File: src/logic/cholesky_pkg.sv
/* Shared types for the Q8.8 Cholesky core. Indices are 2 bits, so matrices are at most 4x4.
   Register map is byte addressed with A and L stored row-major, 4 words per row. */
package cholesky_pkg;

	localparam int FRAC = 8;                       // Fraction bits of Q8.8.

	typedef logic signed [15:0] fix_t;             // Q8.8 matrix entry.
	typedef logic signed [31:0] acc_t;             // Dot-product sum or radicand.
	typedef logic [1:0] idx_t;                     // Row or column index.

	typedef enum logic [2:0] {
		idle,
		load_diag,
		mult_diag,
		root,
		load_off,
		mult_off,
		divide,
		finish
	} ctrl_state_t;

	typedef struct packed {
		idx_t row;
		idx_t col;
	} mat_rd_t;

	typedef struct packed {
		logic valid;
		idx_t row;
		idx_t col;
		fix_t value;
	} l_wr_t;

	// Status register layout, busy in bit 0.
	typedef struct packed {
		logic not_pd;
		logic done;
		logic busy;
	} run_status_t;

	localparam logic [7:0] ADDR_CTRL   = 8'h00;
	localparam logic [7:0] ADDR_STATUS = 8'h04;
	localparam logic [7:0] ADDR_A_BASE = 8'h40;
	localparam logic [7:0] ADDR_L_BASE = 8'h80;

endpackage
File: src/logic/cholesky.sv
/* Cholesky core top. N from 2 to 4; latency varies, watch the done output or status bit. */
`timescale 1ns/1ps

module cholesky
	import cholesky_pkg::*;
#(
	parameter int N        = 4,
	parameter int DIV_BITS = 24
) (
	input  logic        ifc_cholesky,
	input  logic        reset,
	input  logic [7:0]  awaddr,
	input  logic        awvalid,
	output logic        awready,
	input  logic [31:0] wdata,
	input  logic        wvalid,
	output logic        wready,
	output logic [1:0]  bresp,
	output logic        bvalid,
	input  logic        bready,
	input  logic [7:0]  araddr,
	input  logic        arvalid,
	output logic        arready,
	output logic [31:0] rdata,
	output logic [1:0]  rresp,
	output logic        rvalid,
	input  logic        rready,
	output logic        done
);

	logic        start;
	mat_rd_t     mat_rd;
	mat_rd_t     l_rd;
	fix_t        a_data;
	fix_t        l_data;
	l_wr_t       l_wr;
	run_status_t run_status;
	logic        mult_in_valid;
	logic        mult_out_valid;
	fix_t        mult_a;
	fix_t        mult_b;
	fix_t        mult_p;
	logic        div_start;
	logic        div_done;
	acc_t        div_num;
	fix_t        div_den;
	fix_t        div_q;
	logic        sqrt_start;
	logic        sqrt_done;
	acc_t        sqrt_rad;
	fix_t        sqrt_root;

	assign done = run_status.done;

	cholesky_regs u_regs (
		.ifc_cholesky, .reset,
		.awaddr, .awvalid, .awready, .wdata, .wvalid, .wready,
		.bresp, .bvalid, .bready,
		.araddr, .arvalid, .arready, .rdata, .rresp, .rvalid, .rready,
		.start, .mat_rd, .l_rd, .a_data, .l_data, .l_wr, .run_status
	);

	cholesky_ctrl #(.N(N)) u_ctrl (
		.ifc_cholesky, .reset, .start,
		.mat_rd, .l_rd, .a_data, .l_data, .l_wr, .run_status,
		.mult_in_valid, .mult_a, .mult_b, .mult_out_valid, .mult_p,
		.div_start, .div_num, .div_den, .div_done, .div_q,
		.sqrt_start, .sqrt_rad, .sqrt_done, .sqrt_root
	);

	array_mult u_mult (
		.ifc_cholesky, .reset,
		.in_valid(mult_in_valid), .a(mult_a), .b(mult_b),
		.out_valid(mult_out_valid), .p(mult_p)
	);

	array_div #(.DIV_BITS(DIV_BITS)) u_div (
		.ifc_cholesky, .reset,
		.start(div_start), .num(div_num), .den(div_den),
		.done(div_done), .q(div_q)
	);

	sqrt_unit u_sqrt (
		.ifc_cholesky, .reset,
		.start(sqrt_start), .rad(sqrt_rad),
		.done(sqrt_done), .root(sqrt_root)
	);

endmodule

File: src/logic/sqrt_unit.sv
/* Floor square root of rad shifted left 8, two radicand bits per cycle. rad must be
   positive; only the low 16 bits of the root are returned. */
`timescale 1ns/1ps

module sqrt_unit
	import cholesky_pkg::*;
(
	input  logic ifc_cholesky,
	input  logic reset,
	input  logic start,
	input  acc_t rad,
	output logic done,
	output fix_t root
);

	localparam int STEPS = (32 + FRAC) / 2;
	localparam int CNT_W = $clog2(STEPS + 1);

	logic [2*STEPS-1:0] x;             // Radicand, consumed from the top.
	logic [STEPS-1:0]   r;             // Partial root.
	logic [STEPS+1:0]   rem;
	logic [STEPS+3:0]   rem_sh;
	logic [STEPS+3:0]   trial;
	logic [CNT_W-1:0]   cnt;
	logic               run;
	logic               fits;

	assign rem_sh = {rem, x[2*STEPS-1 -: 2]};
	assign trial  = {2'b00, r, 2'b01};         // 4r + 1.
	assign fits   = rem_sh >= trial;

	always_ff @(posedge ifc_cholesky) begin
		if (reset) begin
			run  <= 1'b0;
			done <= 1'b0;
			cnt  <= '0;
		end else begin
			done <= 1'b0;
			if (start && !run) begin
				run <= 1'b1;
				cnt <= CNT_W'(STEPS);
			end else if (run) begin
				cnt <= cnt - 1'b1;
				if (cnt == 1) begin
					run  <= 1'b0;
					done <= 1'b1;
				end
			end
		end
	end

	always_ff @(posedge ifc_cholesky) begin
		if (start && !run) begin
			x   <= {rad, {FRAC{1'b0}}};
			r   <= '0;
			rem <= '0;
		end else if (run) begin
			x   <= x << 2;
			rem <= fits ? (STEPS+2)'(rem_sh - trial) : (STEPS+2)'(rem_sh);
			r   <= {r[STEPS-2:0], fits};
			if (cnt == 1)
				root <= fix_t'({r[14:0], fits});    // Last digit goes straight out.
		end
	end

endmodule

File: src/logic/array_div.sv
/* Restoring divider, one quotient bit per cycle. num shifted left 8 must fit in DIV_BITS
   bits; den must be nonzero. Quotient truncates toward zero and keeps the low 16 bits. */
`timescale 1ns/1ps

module array_div
	import cholesky_pkg::*;
#(
	parameter int DIV_BITS = 24
) (
	input  logic ifc_cholesky,
	input  logic reset,
	input  logic start,
	input  acc_t num,
	input  fix_t den,
	output logic done,
	output fix_t q
);

	localparam int CNT_W = $clog2(DIV_BITS + 1);

	logic [DIV_BITS-1:0] quo;          // Dividend shifting out, quotient shifting in.
	logic [15:0]         rem;
	logic [15:0]         dmag;
	logic [16:0]         rem_sh;
	logic [CNT_W-1:0]    cnt;
	acc_t                num_mag;
	logic                neg;
	logic                run;
	logic                fix;
	logic                take;
	logic                fits;

	assign take    = start && !run && !fix;
	assign num_mag = num[31] ? -num : num;
	assign rem_sh  = {rem, quo[DIV_BITS-1]};
	assign fits    = rem_sh >= {1'b0, dmag};

	always_ff @(posedge ifc_cholesky) begin
		if (reset) begin
			run  <= 1'b0;
			fix  <= 1'b0;
			done <= 1'b0;
			cnt  <= '0;
		end else begin
			done <= fix;
			fix  <= run && (cnt == 1);
			if (take) begin
				run <= 1'b1;
				cnt <= CNT_W'(DIV_BITS);
			end else if (run) begin
				cnt <= cnt - 1'b1;
				if (cnt == 1)
					run <= 1'b0;
			end
		end
	end

	always_ff @(posedge ifc_cholesky) begin
		if (take) begin
			quo  <= DIV_BITS'(num_mag << FRAC);
			rem  <= '0;
			dmag <= den[15] ? -den : den;
			neg  <= num[31] ^ den[15];
		end else if (run) begin
			rem <= fits ? 16'(rem_sh - {1'b0, dmag}) : rem_sh[15:0];
			quo <= {quo[DIV_BITS-2:0], fits};
		end
		if (fix)
			q <= neg ? -fix_t'(quo) : fix_t'(quo);   // Sign fix-up.
	end

endmodule

File: src/logic/array_mult.sv
/* Two-stage Q8.8 multiplier, one product per cycle. Result is floored and wraps on overflow. */
`timescale 1ns/1ps

module array_mult
	import cholesky_pkg::*;
(
	input  logic ifc_cholesky,
	input  logic reset,
	input  logic in_valid,
	input  fix_t a,
	input  fix_t b,
	output logic out_valid,
	output fix_t p
);

	acc_t prod;
	logic prod_valid;

	always_ff @(posedge ifc_cholesky) begin
		if (reset) begin
			prod_valid <= 1'b0;
			out_valid  <= 1'b0;
		end else begin
			prod_valid <= in_valid;
			out_valid  <= prod_valid;
		end
	end

	always_ff @(posedge ifc_cholesky) begin
		if (in_valid)
			prod <= a * b;                         // Full Q16.16 product.
		if (prod_valid)
			p <= fix_t'(prod >>> FRAC);            // Floor back to Q8.8.
	end

endmodule

File: src/logic/cholesky_ctrl.sv
/* Column sequencer. Starts are only taken in idle; the divider and root unit are
   single-issue, so each run waits for its done pulse before moving on. */
`timescale 1ns/1ps

module cholesky_ctrl
	import cholesky_pkg::*;
#(
	parameter int N = 4
) (
	input  logic        ifc_cholesky,
	input  logic        reset,
	input  logic        start,
	output mat_rd_t     mat_rd,
	output mat_rd_t     l_rd,
	input  fix_t        a_data,
	input  fix_t        l_data,
	output l_wr_t       l_wr,
	output run_status_t run_status,
	output logic        mult_in_valid,
	output fix_t        mult_a,
	output fix_t        mult_b,
	input  logic        mult_out_valid,
	input  fix_t        mult_p,
	output logic        div_start,
	output acc_t        div_num,
	output fix_t        div_den,
	input  logic        div_done,
	input  fix_t        div_q,
	output logic        sqrt_start,
	output acc_t        sqrt_rad,
	input  logic        sqrt_done,
	input  fix_t        sqrt_root
);

	localparam idx_t LAST = idx_t'(N - 1);

	ctrl_state_t state;
	idx_t        j;                  // Current column.
	idx_t        i;                  // Current row, equal to j on the diagonal.
	idx_t        iss;                // Products issued.
	idx_t        ret;                // Products returned.
	acc_t        acc;
	fix_t        lj [N];             // Row j of L, cached for the off-diagonal terms.
	logic        in_mult;
	logic        terms_done;

	assign in_mult    = (state == mult_diag) || (state == mult_off);
	assign terms_done = (ret == j);

	assign mat_rd = '{row: i, col: j};
	assign l_rd   = '{row: i, col: iss};

	assign mult_in_valid = in_mult && (iss != j);
	assign mult_a        = l_data;
	assign mult_b        = (state == mult_diag) ? l_data : lj[iss];

	assign sqrt_start = (state == mult_diag) && terms_done && (acc > 0);
	assign sqrt_rad   = acc;
	assign div_start  = (state == mult_off) && terms_done;
	assign div_num    = acc;
	assign div_den    = lj[j];

	// Roots land on the diagonal, quotients below it.
	assign l_wr.valid = ((state == root) && sqrt_done) || ((state == divide) && div_done);
	assign l_wr.row   = i;
	assign l_wr.col   = j;
	assign l_wr.value = (state == root) ? sqrt_root : div_q;

	always_ff @(posedge ifc_cholesky) begin
		if (reset) begin
			state      <= idle;
			j          <= '0;
			i          <= '0;
			iss        <= '0;
			ret        <= '0;
			run_status <= '0;
		end else begin
			case (state)
				idle: begin
					if (start) begin
						j          <= '0;
						i          <= '0;
						run_status <= '{not_pd: 1'b0, done: 1'b0, busy: 1'b1};
						state      <= load_diag;
					end
				end
				load_diag, load_off: begin
					iss   <= '0;
					ret   <= '0;
					state <= (state == load_diag) ? mult_diag : mult_off;
				end
				mult_diag, mult_off: begin
					if (mult_in_valid)
						iss <= iss + 1'b1;
					if (mult_out_valid)
						ret <= ret + 1'b1;
					if (terms_done) begin
						if (state == mult_off) begin
							state <= divide;
						end else if (acc > 0) begin
							state <= root;
						end else begin
							run_status.not_pd <= 1'b1;   // Radicand not positive.
							state             <= finish;
						end
					end
				end
				root: begin
					if (sqrt_done) begin
						if (j == LAST) begin
							state <= finish;
						end else begin
							i     <= j + 1'b1;
							state <= load_off;
						end
					end
				end
				divide: begin
					if (div_done) begin
						if (i == LAST) begin
							j     <= j + 1'b1;
							i     <= j + 1'b1;
							state <= load_diag;
						end else begin
							i     <= i + 1'b1;
							state <= load_off;
						end
					end
				end
				finish: begin
					run_status.busy <= 1'b0;
					run_status.done <= 1'b1;
					state           <= idle;
				end
				default: state <= idle;
			endcase
		end
	end

	always_ff @(posedge ifc_cholesky) begin
		if ((state == load_diag) || (state == load_off))
			acc <= acc_t'(a_data);                 // Sign-extend A[i][j].
		else if (mult_out_valid)
			acc <= acc - acc_t'(mult_p);
		if ((state == mult_diag) && mult_in_valid)
			lj[iss] <= l_data;
		if ((state == root) && sqrt_done)
			lj[j] <= sqrt_root;
	end

	a_div_single: assert property (@(posedge ifc_cholesky) disable iff (reset)
		div_start |=> (!div_start throughout div_done [->1]));

	a_sqrt_single: assert property (@(posedge ifc_cholesky) disable iff (reset)
		sqrt_start |=> (!sqrt_start throughout sqrt_done [->1]));

endmodule

File: src/logic/cholesky_regs.sv
/* AXI4-Lite register file. Strobes are ignored; L and status are read-only and writes
   to them, or to unmapped offsets, answer SLVERR. A writes while busy are dropped. */
`timescale 1ns/1ps

module cholesky_regs
	import cholesky_pkg::*;
(
	input  logic        ifc_cholesky,
	input  logic        reset,
	input  logic [7:0]  awaddr,
	input  logic        awvalid,
	output logic        awready,
	input  logic [31:0] wdata,
	input  logic        wvalid,
	output logic        wready,
	output logic [1:0]  bresp,
	output logic        bvalid,
	input  logic        bready,
	input  logic [7:0]  araddr,
	input  logic        arvalid,
	output logic        arready,
	output logic [31:0] rdata,
	output logic [1:0]  rresp,
	output logic        rvalid,
	input  logic        rready,
	output logic        start,
	input  mat_rd_t     mat_rd,
	input  mat_rd_t     l_rd,
	output fix_t        a_data,
	output fix_t        l_data,
	input  l_wr_t       l_wr,
	input  run_status_t run_status
);

	localparam logic [1:0] RESP_OKAY   = 2'b00;
	localparam logic [1:0] RESP_SLVERR = 2'b10;

	fix_t        a_mem [16];
	fix_t        l_mem [16];
	logic        wr_go;
	logic        rd_go;
	logic        wr_is_ctrl;
	logic        wr_is_a;
	logic        rd_err;
	logic [31:0] rd_word;

	assign wr_go      = awvalid && wvalid && !bvalid;
	assign awready    = wr_go;
	assign wready     = wr_go;
	assign wr_is_ctrl = (awaddr == ADDR_CTRL);
	assign wr_is_a    = (awaddr[7:6] == ADDR_A_BASE[7:6]);

	assign rd_go   = arvalid && !rvalid;
	assign arready = rd_go;

	// Controller side, combinational read ports.
	assign a_data = a_mem[{mat_rd.row, mat_rd.col}];
	assign l_data = l_mem[{l_rd.row, l_rd.col}];

	always_ff @(posedge ifc_cholesky) begin
		if (reset) begin
			bvalid <= 1'b0;
			start  <= 1'b0;
		end else begin
			start <= wr_go && wr_is_ctrl && wdata[0] && !run_status.busy;
			if (wr_go)
				bvalid <= 1'b1;
			else if (bready)
				bvalid <= 1'b0;
		end
	end

	always_ff @(posedge ifc_cholesky) begin
		if (wr_go)
			bresp <= (wr_is_ctrl || wr_is_a) ? RESP_OKAY : RESP_SLVERR;
		if (wr_go && wr_is_a && !run_status.busy)
			a_mem[awaddr[5:2]] <= fix_t'(wdata[15:0]);   // Upper bits dropped.
	end

	// L is wiped at the start of every run so a failed run leaves zeros behind.
	always_ff @(posedge ifc_cholesky) begin
		if (reset || start) begin
			for (int k = 0; k < 16; k++)
				l_mem[k] <= '0;
		end else if (l_wr.valid) begin
			l_mem[{l_wr.row, l_wr.col}] <= l_wr.value;
		end
	end

	always_comb begin
		rd_word = '0;
		rd_err  = 1'b0;
		if (araddr == ADDR_STATUS)
			rd_word = 32'(run_status);
		else if (araddr[7:6] == ADDR_A_BASE[7:6])
			rd_word = {{16{a_mem[araddr[5:2]][15]}}, a_mem[araddr[5:2]]};
		else if (araddr[7:6] == ADDR_L_BASE[7:6])
			rd_word = {{16{l_mem[araddr[5:2]][15]}}, l_mem[araddr[5:2]]};
		else if (araddr != ADDR_CTRL)
			rd_err = 1'b1;                                  // Unmapped.
	end

	always_ff @(posedge ifc_cholesky) begin
		if (reset)
			rvalid <= 1'b0;
		else if (rd_go)
			rvalid <= 1'b1;
		else if (rready)
			rvalid <= 1'b0;
	end

	always_ff @(posedge ifc_cholesky) begin
		if (rd_go) begin
			rdata <= rd_word;
			rresp <= rd_err ? RESP_SLVERR : RESP_OKAY;
		end
	end

	a_bvalid_hold: assert property (@(posedge ifc_cholesky) disable iff (reset)
		bvalid && !bready |=> bvalid && $stable(bresp));

endmodule

File: config.mk
export PLATFORM = sky130hd
export DESIGN_NAME = cholesky
export DESIGN_NICKNAME = d
export VERILOG_FILES = /design/src/logic/cholesky_pkg.sv /design/src/logic/cholesky.sv /design/src/logic/sqrt_unit.sv /design/src/logic/array_div.sv /design/src/logic/array_mult.sv /design/src/logic/cholesky_ctrl.sv /design/src/logic/cholesky_regs.sv
export SDC_FILE = /design/constraint.sdc
export NUM_CORES = 2
export LEC_CHECK = 0
export BUFFER_PORTS_ARGS = -buffer_cell sky130_fd_sc_hd__buf_4
export CORE_ASPECT_RATIO = 1.5
export CORE_MARGIN = 2
export CORE_UTILIZATION = 65
export DETAILED_ROUTE_END_ITERATION = 12
export GPL_TIMING_DRIVEN = 1
export PLACE_DENSITY = 0.82
export SKIP_CTS_REPAIR_TIMING = 1
export SYNTH_ARGS = -nofsm -noshare
export SYNTH_HDL_FRONTEND = slang
export SYNTH_HIERARCHICAL = 1
export SYNTH_SLANG_ARGS = --single-unit
File: constraint.sdc
create_clock -name ifc_cholesky -period 10.72 [get_ports ifc_cholesky]
set_input_delay 1.072 -clock ifc_cholesky [delete_from_list [all_inputs] [get_ports ifc_cholesky]]
set_output_delay 1.072 -clock ifc_cholesky [all_outputs]
set_load 0.02 [all_outputs]
# --- Word-level counts from Yosys, hierarchy flattened ---
# Memory sizes are Yosys's and may differ from the RTL's. A register that Yosys moved wholly into a read port is not among the register bits.
# Index checks and enable logic that the tools add are counted.
totals:
  reg_bits: 305
  latchBits: 0
  ram_bits: 576
  rom_bits: 0
  input_bits: 55
  out_inout_bits: 42
  word_cells: 233
  n_memories: 3
mem_list:
  columns: ["name", "depth", "width", "read_ports", "rd_ports_with_merged_regs", "wr", "line", "rtl"]
  rows:
  - ["u_regs.a_mem", 16, 16, 2, 0, 1, "cholesky_regs.sv:38", "fix_t a_mem [16];"]
  - ["u_regs.l_mem", 16, 16, 2, 0, 16, "cholesky_regs.sv:39", "fix_t l_mem [16];"]
  - ["u_ctrl.lj", 4, 16, 2, 2, 1, "cholesky_ctrl.sv:43", "fix_t lj [N];"]
classes:
  addsub: 12
  multipliers: 1
  div: 0
  order_cmp: 3
  n_eq_ne: 27
  n_shift: 0
  muxes: 86
  bitwise: 3
  reduce_logical: 58
ops:
  columns: ["operator", "n"]
  rows:
  - ["32-bit two-way mux", 4]
  - ["16-bit two-way mux", 7]
  - ["40-bit two-way mux", 2]
  - ["24-bit two-way mux", 2]
  - ["16-bit negator", 3]
  - ["2-bit two-way mux", 17]
  - ["32-bit by 1-bit greater-than comparator with 1-bit output (second input constant)", 1]
  - ["16-bit OR reduction", 2]
  - ["32-bit by 16-bit subtractor with 32-bit output", 1]
  - ["1-bit two-way mux", 31]
  - ["3-bit two-way mux", 9]
  - ["24-bit by 22-bit greater-or-equal comparator with 1-bit output", 1]
  - ["16-bit by 16-bit multiplier with 24-bit output", 1]
  - ["22-bit two-way mux", 1]
  - ["22-bit subtractor", 1]
  - ["5-bit two-way mux", 4]
  - ["1-bit logical AND", 19]
  - ["3-bit one-hot mux with 6 select lines", 1]
  - ["2-bit nonzero test", 9]
  - ["17-bit by 16-bit greater-or-equal comparator with 1-bit output", 1]
  - ["2-bit one-hot mux with 2 select lines", 4]
  - ["16-bit subtractor", 1]
  - ["15-bit two-way mux", 1]
  - ["3-bit equality test (second input constant)", 4]
  - ["other kinds (29)", 63]

# --- Longest topological paths before layout ---
depth:
  word_depth: 8
  ltp_mapped: 29
  mapped_depth_nobuf: 25

# --- Cells and area by module ---
# Netlist, hierarchy kept.
by_module_without_submodules:
  columns: ["mod", "n_inst", "cells_each", "area_each_um2", "seq_area_each_um2"]
  rows:
  - ["cholesky_regs", 1, 1463, 26611.8, 15975.3]
  - ["array_mult", 1, 884, 8413.1, 1001.0]
  - ["cholesky_ctrl", 1, 826, 8082.8, 3243.1]
  - ["sqrt_unit", 1, 469, 4918.5, 2422.3]
  - ["array_div", 1, 462, 4599.4, 2112.0]

# --- Worst setup path after synthesis ---
# No wires, ideal clock.
synth_path:
  kind: "reg-to-reg"
  startpoint: "register u_ctrl.iss[0]"
  endpoint: "register u_mult.prod[23] (data pin)"
  setup_time_ns: 0.266
  t_arrival_ns: 6.968
  required_ns: 10.454
  slack_ns: 3.486
  stages_incl_launch_ff: 25
  path_buffers: 3
  period_less_slack_ns: 7.234
  path_cell_list: "dfxtp_1 > buf_6 > buf_4 > mux4_2 > mux4_2 > nand2_1 > nand2_1 > clkbuf_1 > and2_1 > fa_1 > inv_1 > fa_1 > inv_1 > fa_1 > inv_1 > fa_1 > fa_1 > fa_1 > xor2_1 > xnor3_1 > xnor3_1 > xnor3_2 > nand2_1 > a21oi_1 > nand4b_1"
synth_between:
  elab_chain_cells: 3
synth_lines:
  columns: ["element", "line", "rtl"]
  rows:
  - ["start: declaration", "cholesky_ctrl.sv:40", "idx_t iss;"]
  - ["start signal: assignment", "cholesky_ctrl.sv:94", "iss <= iss + 1'b1;"]
  - ["memory read 16 x 16 bit", null, null]
  - ["net l_data[5]", "cholesky.sv:35", "fix_t l_data;"]
  - ["16-bit two-way mux", "cholesky_ctrl.sv:55", "assign mult_b = (state == mult_diag) ? l_data : lj[iss];"]
  - ["net mult_b[5]", "cholesky.sv:41", "fix_t mult_b;"]
  - ["16-bit by 16-bit multiplier with 24-bit output", "array_mult.sv:31", "prod <= a * b;"]
  - ["end signal: assignment", "array_mult.sv:31", null]
  - ["end: declaration", "array_mult.sv:16", "acc_t prod;"]
# The timed path passes the listed nets, and every way through them passes these cells.
# A chain may end at the register's enable or synchronous reset.

# --- Worst setup path in the final report ---
layout_path:
  startpoint: "register u_ctrl.iss[0]"
  endpoint: "register u_mult.prod[22] (data pin)"
# The elaborated chain is that of the path after synthesis.

==> report_table.html <==
<table>
<tr><th>Metric</th><th>Value</th></tr>
<tr><th colspan="2">Floorplan</th></tr>
<tr><td>Standard cell core area</td><td>around 0.08 mm^2</td></tr>
<tr><td>Starting utilization of the core area</td><td>65.7%</td></tr>
<tr><td>Width of the die</td><td>236 um</td></tr>
<tr><td>Placement row count</td><td>127</td></tr>
<tr><td>Total Die Area</td><td>roughly 0.083 mm^2</td></tr>
<tr><td>Number of top-level design ports</td><td>97</td></tr>
<tr><td>Die height</td><td>352 um</td></tr>
<tr><th colspan="2">Routing</th></tr>
<tr><td>Total wire length after detailed routing</td><td>about 140,000 um</td></tr>
<tr><td>Detail Route Antenna Nets</td><td>0</td></tr>
<tr><td>Via count</td><td>~35,000</td></tr>
<tr><td>Post-route DRC violation count</td><td>0</td></tr>
<tr><td>Vias per Instance</td><td>roughly 6.8</td></tr>
<tr><td>Number of detailed-route iterations in the first pass</td><td>8</td></tr>
<tr><td>Detailed router's first-iteration violation count</td><td>3,954</td></tr>
<tr><td>Routed length per placed instance</td><td>27.3 um</td></tr>
<tr><th colspan="2">Synthesis</th></tr>
<tr><td>Most frequently used cell type in the post-synthesis netlist</td><td>sky130_fd_sc_hd__edfxtp_1</td></tr>
<tr><td>Cell types with the largest area share after synthesis</td><td>sky130_fd_sc_hd__edfxtp_1 (43%), sky130_fd_sc_hd__mux4_2 (10%), sky130_fd_sc_hd__fa_1 (7.2%)</td></tr>
<tr><td>Share of the synthesized area in the top cell type</td><td>a little over two fifths</td></tr>
<tr><td>Synth async-reset ratio</td><td>0%</td></tr>
<tr><td>Syn. warnings</td><td>6</td></tr>
<tr><td>Commonest cells in the netlist</td><td>sky130_fd_sc_hd__edfxtp_1 (755), sky130_fd_sc_hd__nand2_1 (394), sky130_fd_sc_hd__and2_1 (364)</td></tr>
<tr><td>Flip-flop and latch count after synthesis</td><td>roughly 860</td></tr>
<tr><td>Distinct cell type count of the synthesized netlist</td><td>104</td></tr>
<tr><td>Dominant synthesized flop cell</td><td>sky130_fd_sc_hd__edfxtp_1</td></tr>
<tr><td>Mean instance size in the synthesized netlist</td><td>12.8 um^2</td></tr>
<tr><td>Cell taking the most area after synthesis</td><td>sky130_fd_sc_hd__edfxtp_1</td></tr>
<tr><td>Instance count of the mapped netlist</td><td>4,104</td></tr>
<tr><td>Share of synthesized area occupied by flip-flops and latches</td><td>47.0%</td></tr>
<tr><td>Post-synth EDFFs</td><td>around 760</td></tr>
<tr><td>Post-synthesis instance area</td><td>0.0526 mm^2</td></tr>
<tr><th colspan="2">Setup path</th></tr>
<tr><td>Data required time of the critical path</td><td>roughly 11 ns</td></tr>
<tr><td>Critical path peak fanout</td><td>33</td></tr>
<tr><td>Startpoint class of the critical path</td><td>flop</td></tr>
<tr><td>Data arrival time at the worst-slack endpoint</td><td>9.90 ns</td></tr>
<tr><td>Critical path type</td><td>reg -&gt; reg</td></tr>
<tr><td>Category of the worst setup path capture point</td><td>flop</td></tr>
<tr><th colspan="2">CTS</th></tr>
<tr><td>Cell chosen for the clock root</td><td>sky130_fd_sc_hd__clkbuf_16</td></tr>
<tr><td>Clock network latency to the later pin of the worst-skew pair</td><td>0.67 ns</td></tr>
<tr><td>Number of buffers created by CTS</td><td>80</td></tr>
<tr><td>Register clock-pin slew on the reported worst setup and hold paths</td><td>0.07 ns</td></tr>
<tr><td>CTS tree</td><td>yes</td></tr>
<tr><td>TritonCTS Sinks</td><td>859</td></tr>
<tr><td>Depth of the CTS H-tree</td><td>3</td></tr>
<tr><td>Maximum root-to-sink buffer count</td><td>3</td></tr>
<tr><th colspan="2">Global routing</th></tr>
<tr><td>Global-route congestion overflow total</td><td>0</td></tr>
<tr><td>Number of global-route vias before repair</td><td>35,700</td></tr>
<tr><td>Number of antenna violations at the first check in global routing</td><td>1</td></tr>
<tr><td>Global-route wire length before repair</td><td>210,000 um</td></tr>
<tr><td>Total routing usage reported by global routing</td><td>33.8%</td></tr>
<tr><td>Pin count of the biggest net entering global routing</td><td>83</td></tr>
<tr><th colspan="2">Job</th></tr>
<tr><td>Max-cap violations</td><td>0</td></tr>
<tr><th colspan="2">STA</th></tr>
<tr><td>Final clock skew</td><td>0.0315 ns</td></tr>
<tr><td>Number of pins with negative max-slew slack in the final report</td><td>0</td></tr>
<tr><td>Setup_tns</td><td>0 ns</td></tr>
<tr><td>Period Utilization, post-route</td><td>approximately nine tenths</td></tr>
<tr><td>FMAX</td><td>0.105 GHz</td></tr>
<tr><td>Crit path time final</td><td>9.54 ns</td></tr>
<tr><td>Final setup violation count</td><td>0</td></tr>
<tr><td>Setup repair after global routing missed its margin</td><td>no</td></tr>
<tr><td>Slew at the pin closest to its max-slew limit</td><td>1.34 ns</td></tr>
<tr><td>Minimum hold slack</td><td>0.423 ns</td></tr>
<tr><td>Final hold violations</td><td>0</td></tr>
<tr><td>Worst max-slew margin expressed relative to the limit</td><td>10.3%</td></tr>
<tr><th colspan="2">Power and ir drop</th></tr>
<tr><td>Leak Pwr</td><td>21.0 nW</td></tr>
<tr><td>Max IR drop VDD</td><td>about 0.31 mV</td></tr>
<tr><td>Power per standard cell area</td><td>207 mW/mm^2</td></tr>
<tr><td>Total power after layout</td><td>11.6 mW</td></tr>
<tr><th colspan="2">Finish</th></tr>
<tr><td>Net total in the final layout</td><td>4,427</td></tr>
<tr><td>Filler-free cell count of the finished design</td><td>5,129</td></tr>
<tr><td>Core Util, Final</td><td>70.2%</td></tr>
<tr><td>Share of layout cells above drive strength 1</td><td>15.8%</td></tr>
<tr><td>Area growth, synth to finish</td><td>6.77%</td></tr>
<tr><th colspan="2">Outcome</th></tr>
<tr><td>Outcome</td><td>completed</td></tr>
<tr><th colspan="2">Placed design</th></tr>
<tr><td>Number of port buffers</td><td>78</td></tr>
<tr><td>Cell count after placement</td><td>approximately 5,000</td></tr>
<tr><td>GP Congestion</td><td>0.944</td></tr>
<tr><td>DP HPWL</td><td>~93,000 um</td></tr>
<tr><th colspan="2">Min path</th></tr>
<tr><td>Type of the most critical hold path</td><td>reg -&gt; reg</td></tr>
</table>
## metrics by stage
stage | area, um^2 | setup slack, ns
6_report | 56200 | 1.18
5_1_grt | 56200 | 1.06
4_1_cts | 56200 | 1.71
3_5_place_dp | 53600 | 1.74
3_3_place_gp | 53600 | 1.81
2_1_floorplan | 52600 | 3.49
## placed cells by master (no fill, tap or decap), types with 46 or more instances in the layout
| cell type | n |
|---|---|
| sky130_fd_sc_hd__a21oi_1 | 98 |
| sky130_fd_sc_hd__and2_1 | 364 |
| sky130_fd_sc_hd__buf_4 | 149 |
| sky130_fd_sc_hd__clkbuf_16 | 80 |
| sky130_fd_sc_hd__dfxtp_1 | 97 |
| sky130_fd_sc_hd__edfxtp_1 | 755 |
| sky130_fd_sc_hd__fa_1 | 188 |
| sky130_fd_sc_hd__ha_1 | 148 |
| sky130_fd_sc_hd__inv_1 | 329 |
| sky130_fd_sc_hd__mux2_2 | 46 |
| sky130_fd_sc_hd__mux2i_1 | 119 |
| sky130_fd_sc_hd__mux4_1 | 60 |
| sky130_fd_sc_hd__mux4_2 | 234 |
| sky130_fd_sc_hd__nand2_1 | 394 |
| sky130_fd_sc_hd__nor2_1 | 106 |
| sky130_fd_sc_hd__o21ai_0 | 80 |
| sky130_fd_sc_hd__xnor2_1 | 73 |
## critical path, stage by stage (launching register included)
cell,delay (ns)
sky130_fd_sc_hd__dfxtp_4,0.78
sky130_fd_sc_hd__buf_4,0.37
sky130_fd_sc_hd__mux4_1,0.61
sky130_fd_sc_hd__mux4_2,0.79
sky130_fd_sc_hd__nand2_1,0.15
sky130_fd_sc_hd__nand2_1,0.39
sky130_fd_sc_hd__and2_1,0.35
sky130_fd_sc_hd__fa_1,0.48
sky130_fd_sc_hd__inv_1,0.08
sky130_fd_sc_hd__fa_1,0.52
sky130_fd_sc_hd__fa_1,0.53
sky130_fd_sc_hd__inv_1,0.05
sky130_fd_sc_hd__fa_1,0.46
sky130_fd_sc_hd__fa_1,0.59
sky130_fd_sc_hd__inv_1,0.07
sky130_fd_sc_hd__fa_1,0.70
sky130_fd_sc_hd__inv_1,0.08
sky130_fd_sc_hd__ha_1,0.40
sky130_fd_sc_hd__and4_1,0.25
sky130_fd_sc_hd__nand3_1,0.08
sky130_fd_sc_hd__a21oi_1,0.43
sky130_fd_sc_hd__o2111ai_2,0.22
sky130_fd_sc_hd__nand3b_1,0.15
sky130_fd_sc_hd__xor2_1,0.62
## area by class of cell
type | count | area, um^2
diodes | 3 | 7.51
clock buffers | 95 | 2070
clock inverters | 45 | 541
fillers | 5222 | 23900
inverters | 330 | 1240
multi-input cells | 2614 | 25100
flip-flops and latches | 859 | 24800
well taps | 1032 | 1290
repair buffers | 151 | 1150
## final timing paths
| path | from | endpoint | slack, ns | cells after the start |
|---|---|---|---|---|
| min | u_mult/prod[9] | u_mult/p[1] | 0.42 | 0 |
| max | u_ctrl/iss[0] | u_mult/prod[22] | 1.18 | 23 |
| max reg2reg | u_ctrl/iss[0] | u_mult/prod[22] | 1.18 | 23 |
| min reg2reg | u_mult/prod[9] | u_mult/p[1] | 0.42 | 0 |
## metal layers
| layer | up-vias | wire length [um] | GRT usage, % |
|---|---|---|---|
| li1 | 14800 | - | - |
| met1 | 17400 | 45400 | 38.5 |
| met2 | 2173 | 71000 | 58.0 |
| met3 | 568 | 12000 | 5.10 |
| met4 | 0 | 11400 | 24.6 |
| met5 | - | 0 | 0 |
## state kept, by name, indices dropped and copies added, names as in the netlist, 20 cells and up, named ones only
register,flops
u_ctrl/div_num,32
u_sqrt/r,20
u_sqrt/rem,22
u_ctrl/lj,64
u_regs/a_mem,256
u_div/quo,24
u_sqrt/x,32
u_regs/l_mem,256
## power by group
group,internal [mW],total [mW],switching [mW]
Clock,1.59,2.89,1.30
Sequential,3.97,4.14,0.175
Combinational,1.74,4.61,2.87
## logic make-up (layout without fill, tap and decap cells)
family / after synthesis / after routing / share of synthesized area [%]
AOI/OAI and AO/OA: 513 / 513 / 6.68
DFF: 859 / 859 / 47.0
other: 1 / 5 / 0.00713
xor gates and xnor gates: 120 / 120 / 2.10
buffers and inverters: 632 / 621 / 5.55
adders and majority gates: 336 / 336 / 10.7
and+or+nand+nor: 1182 / 1182 / 11.6
muxes: 461 / 461 / 16.4
(Power assumes the default switching activity.)
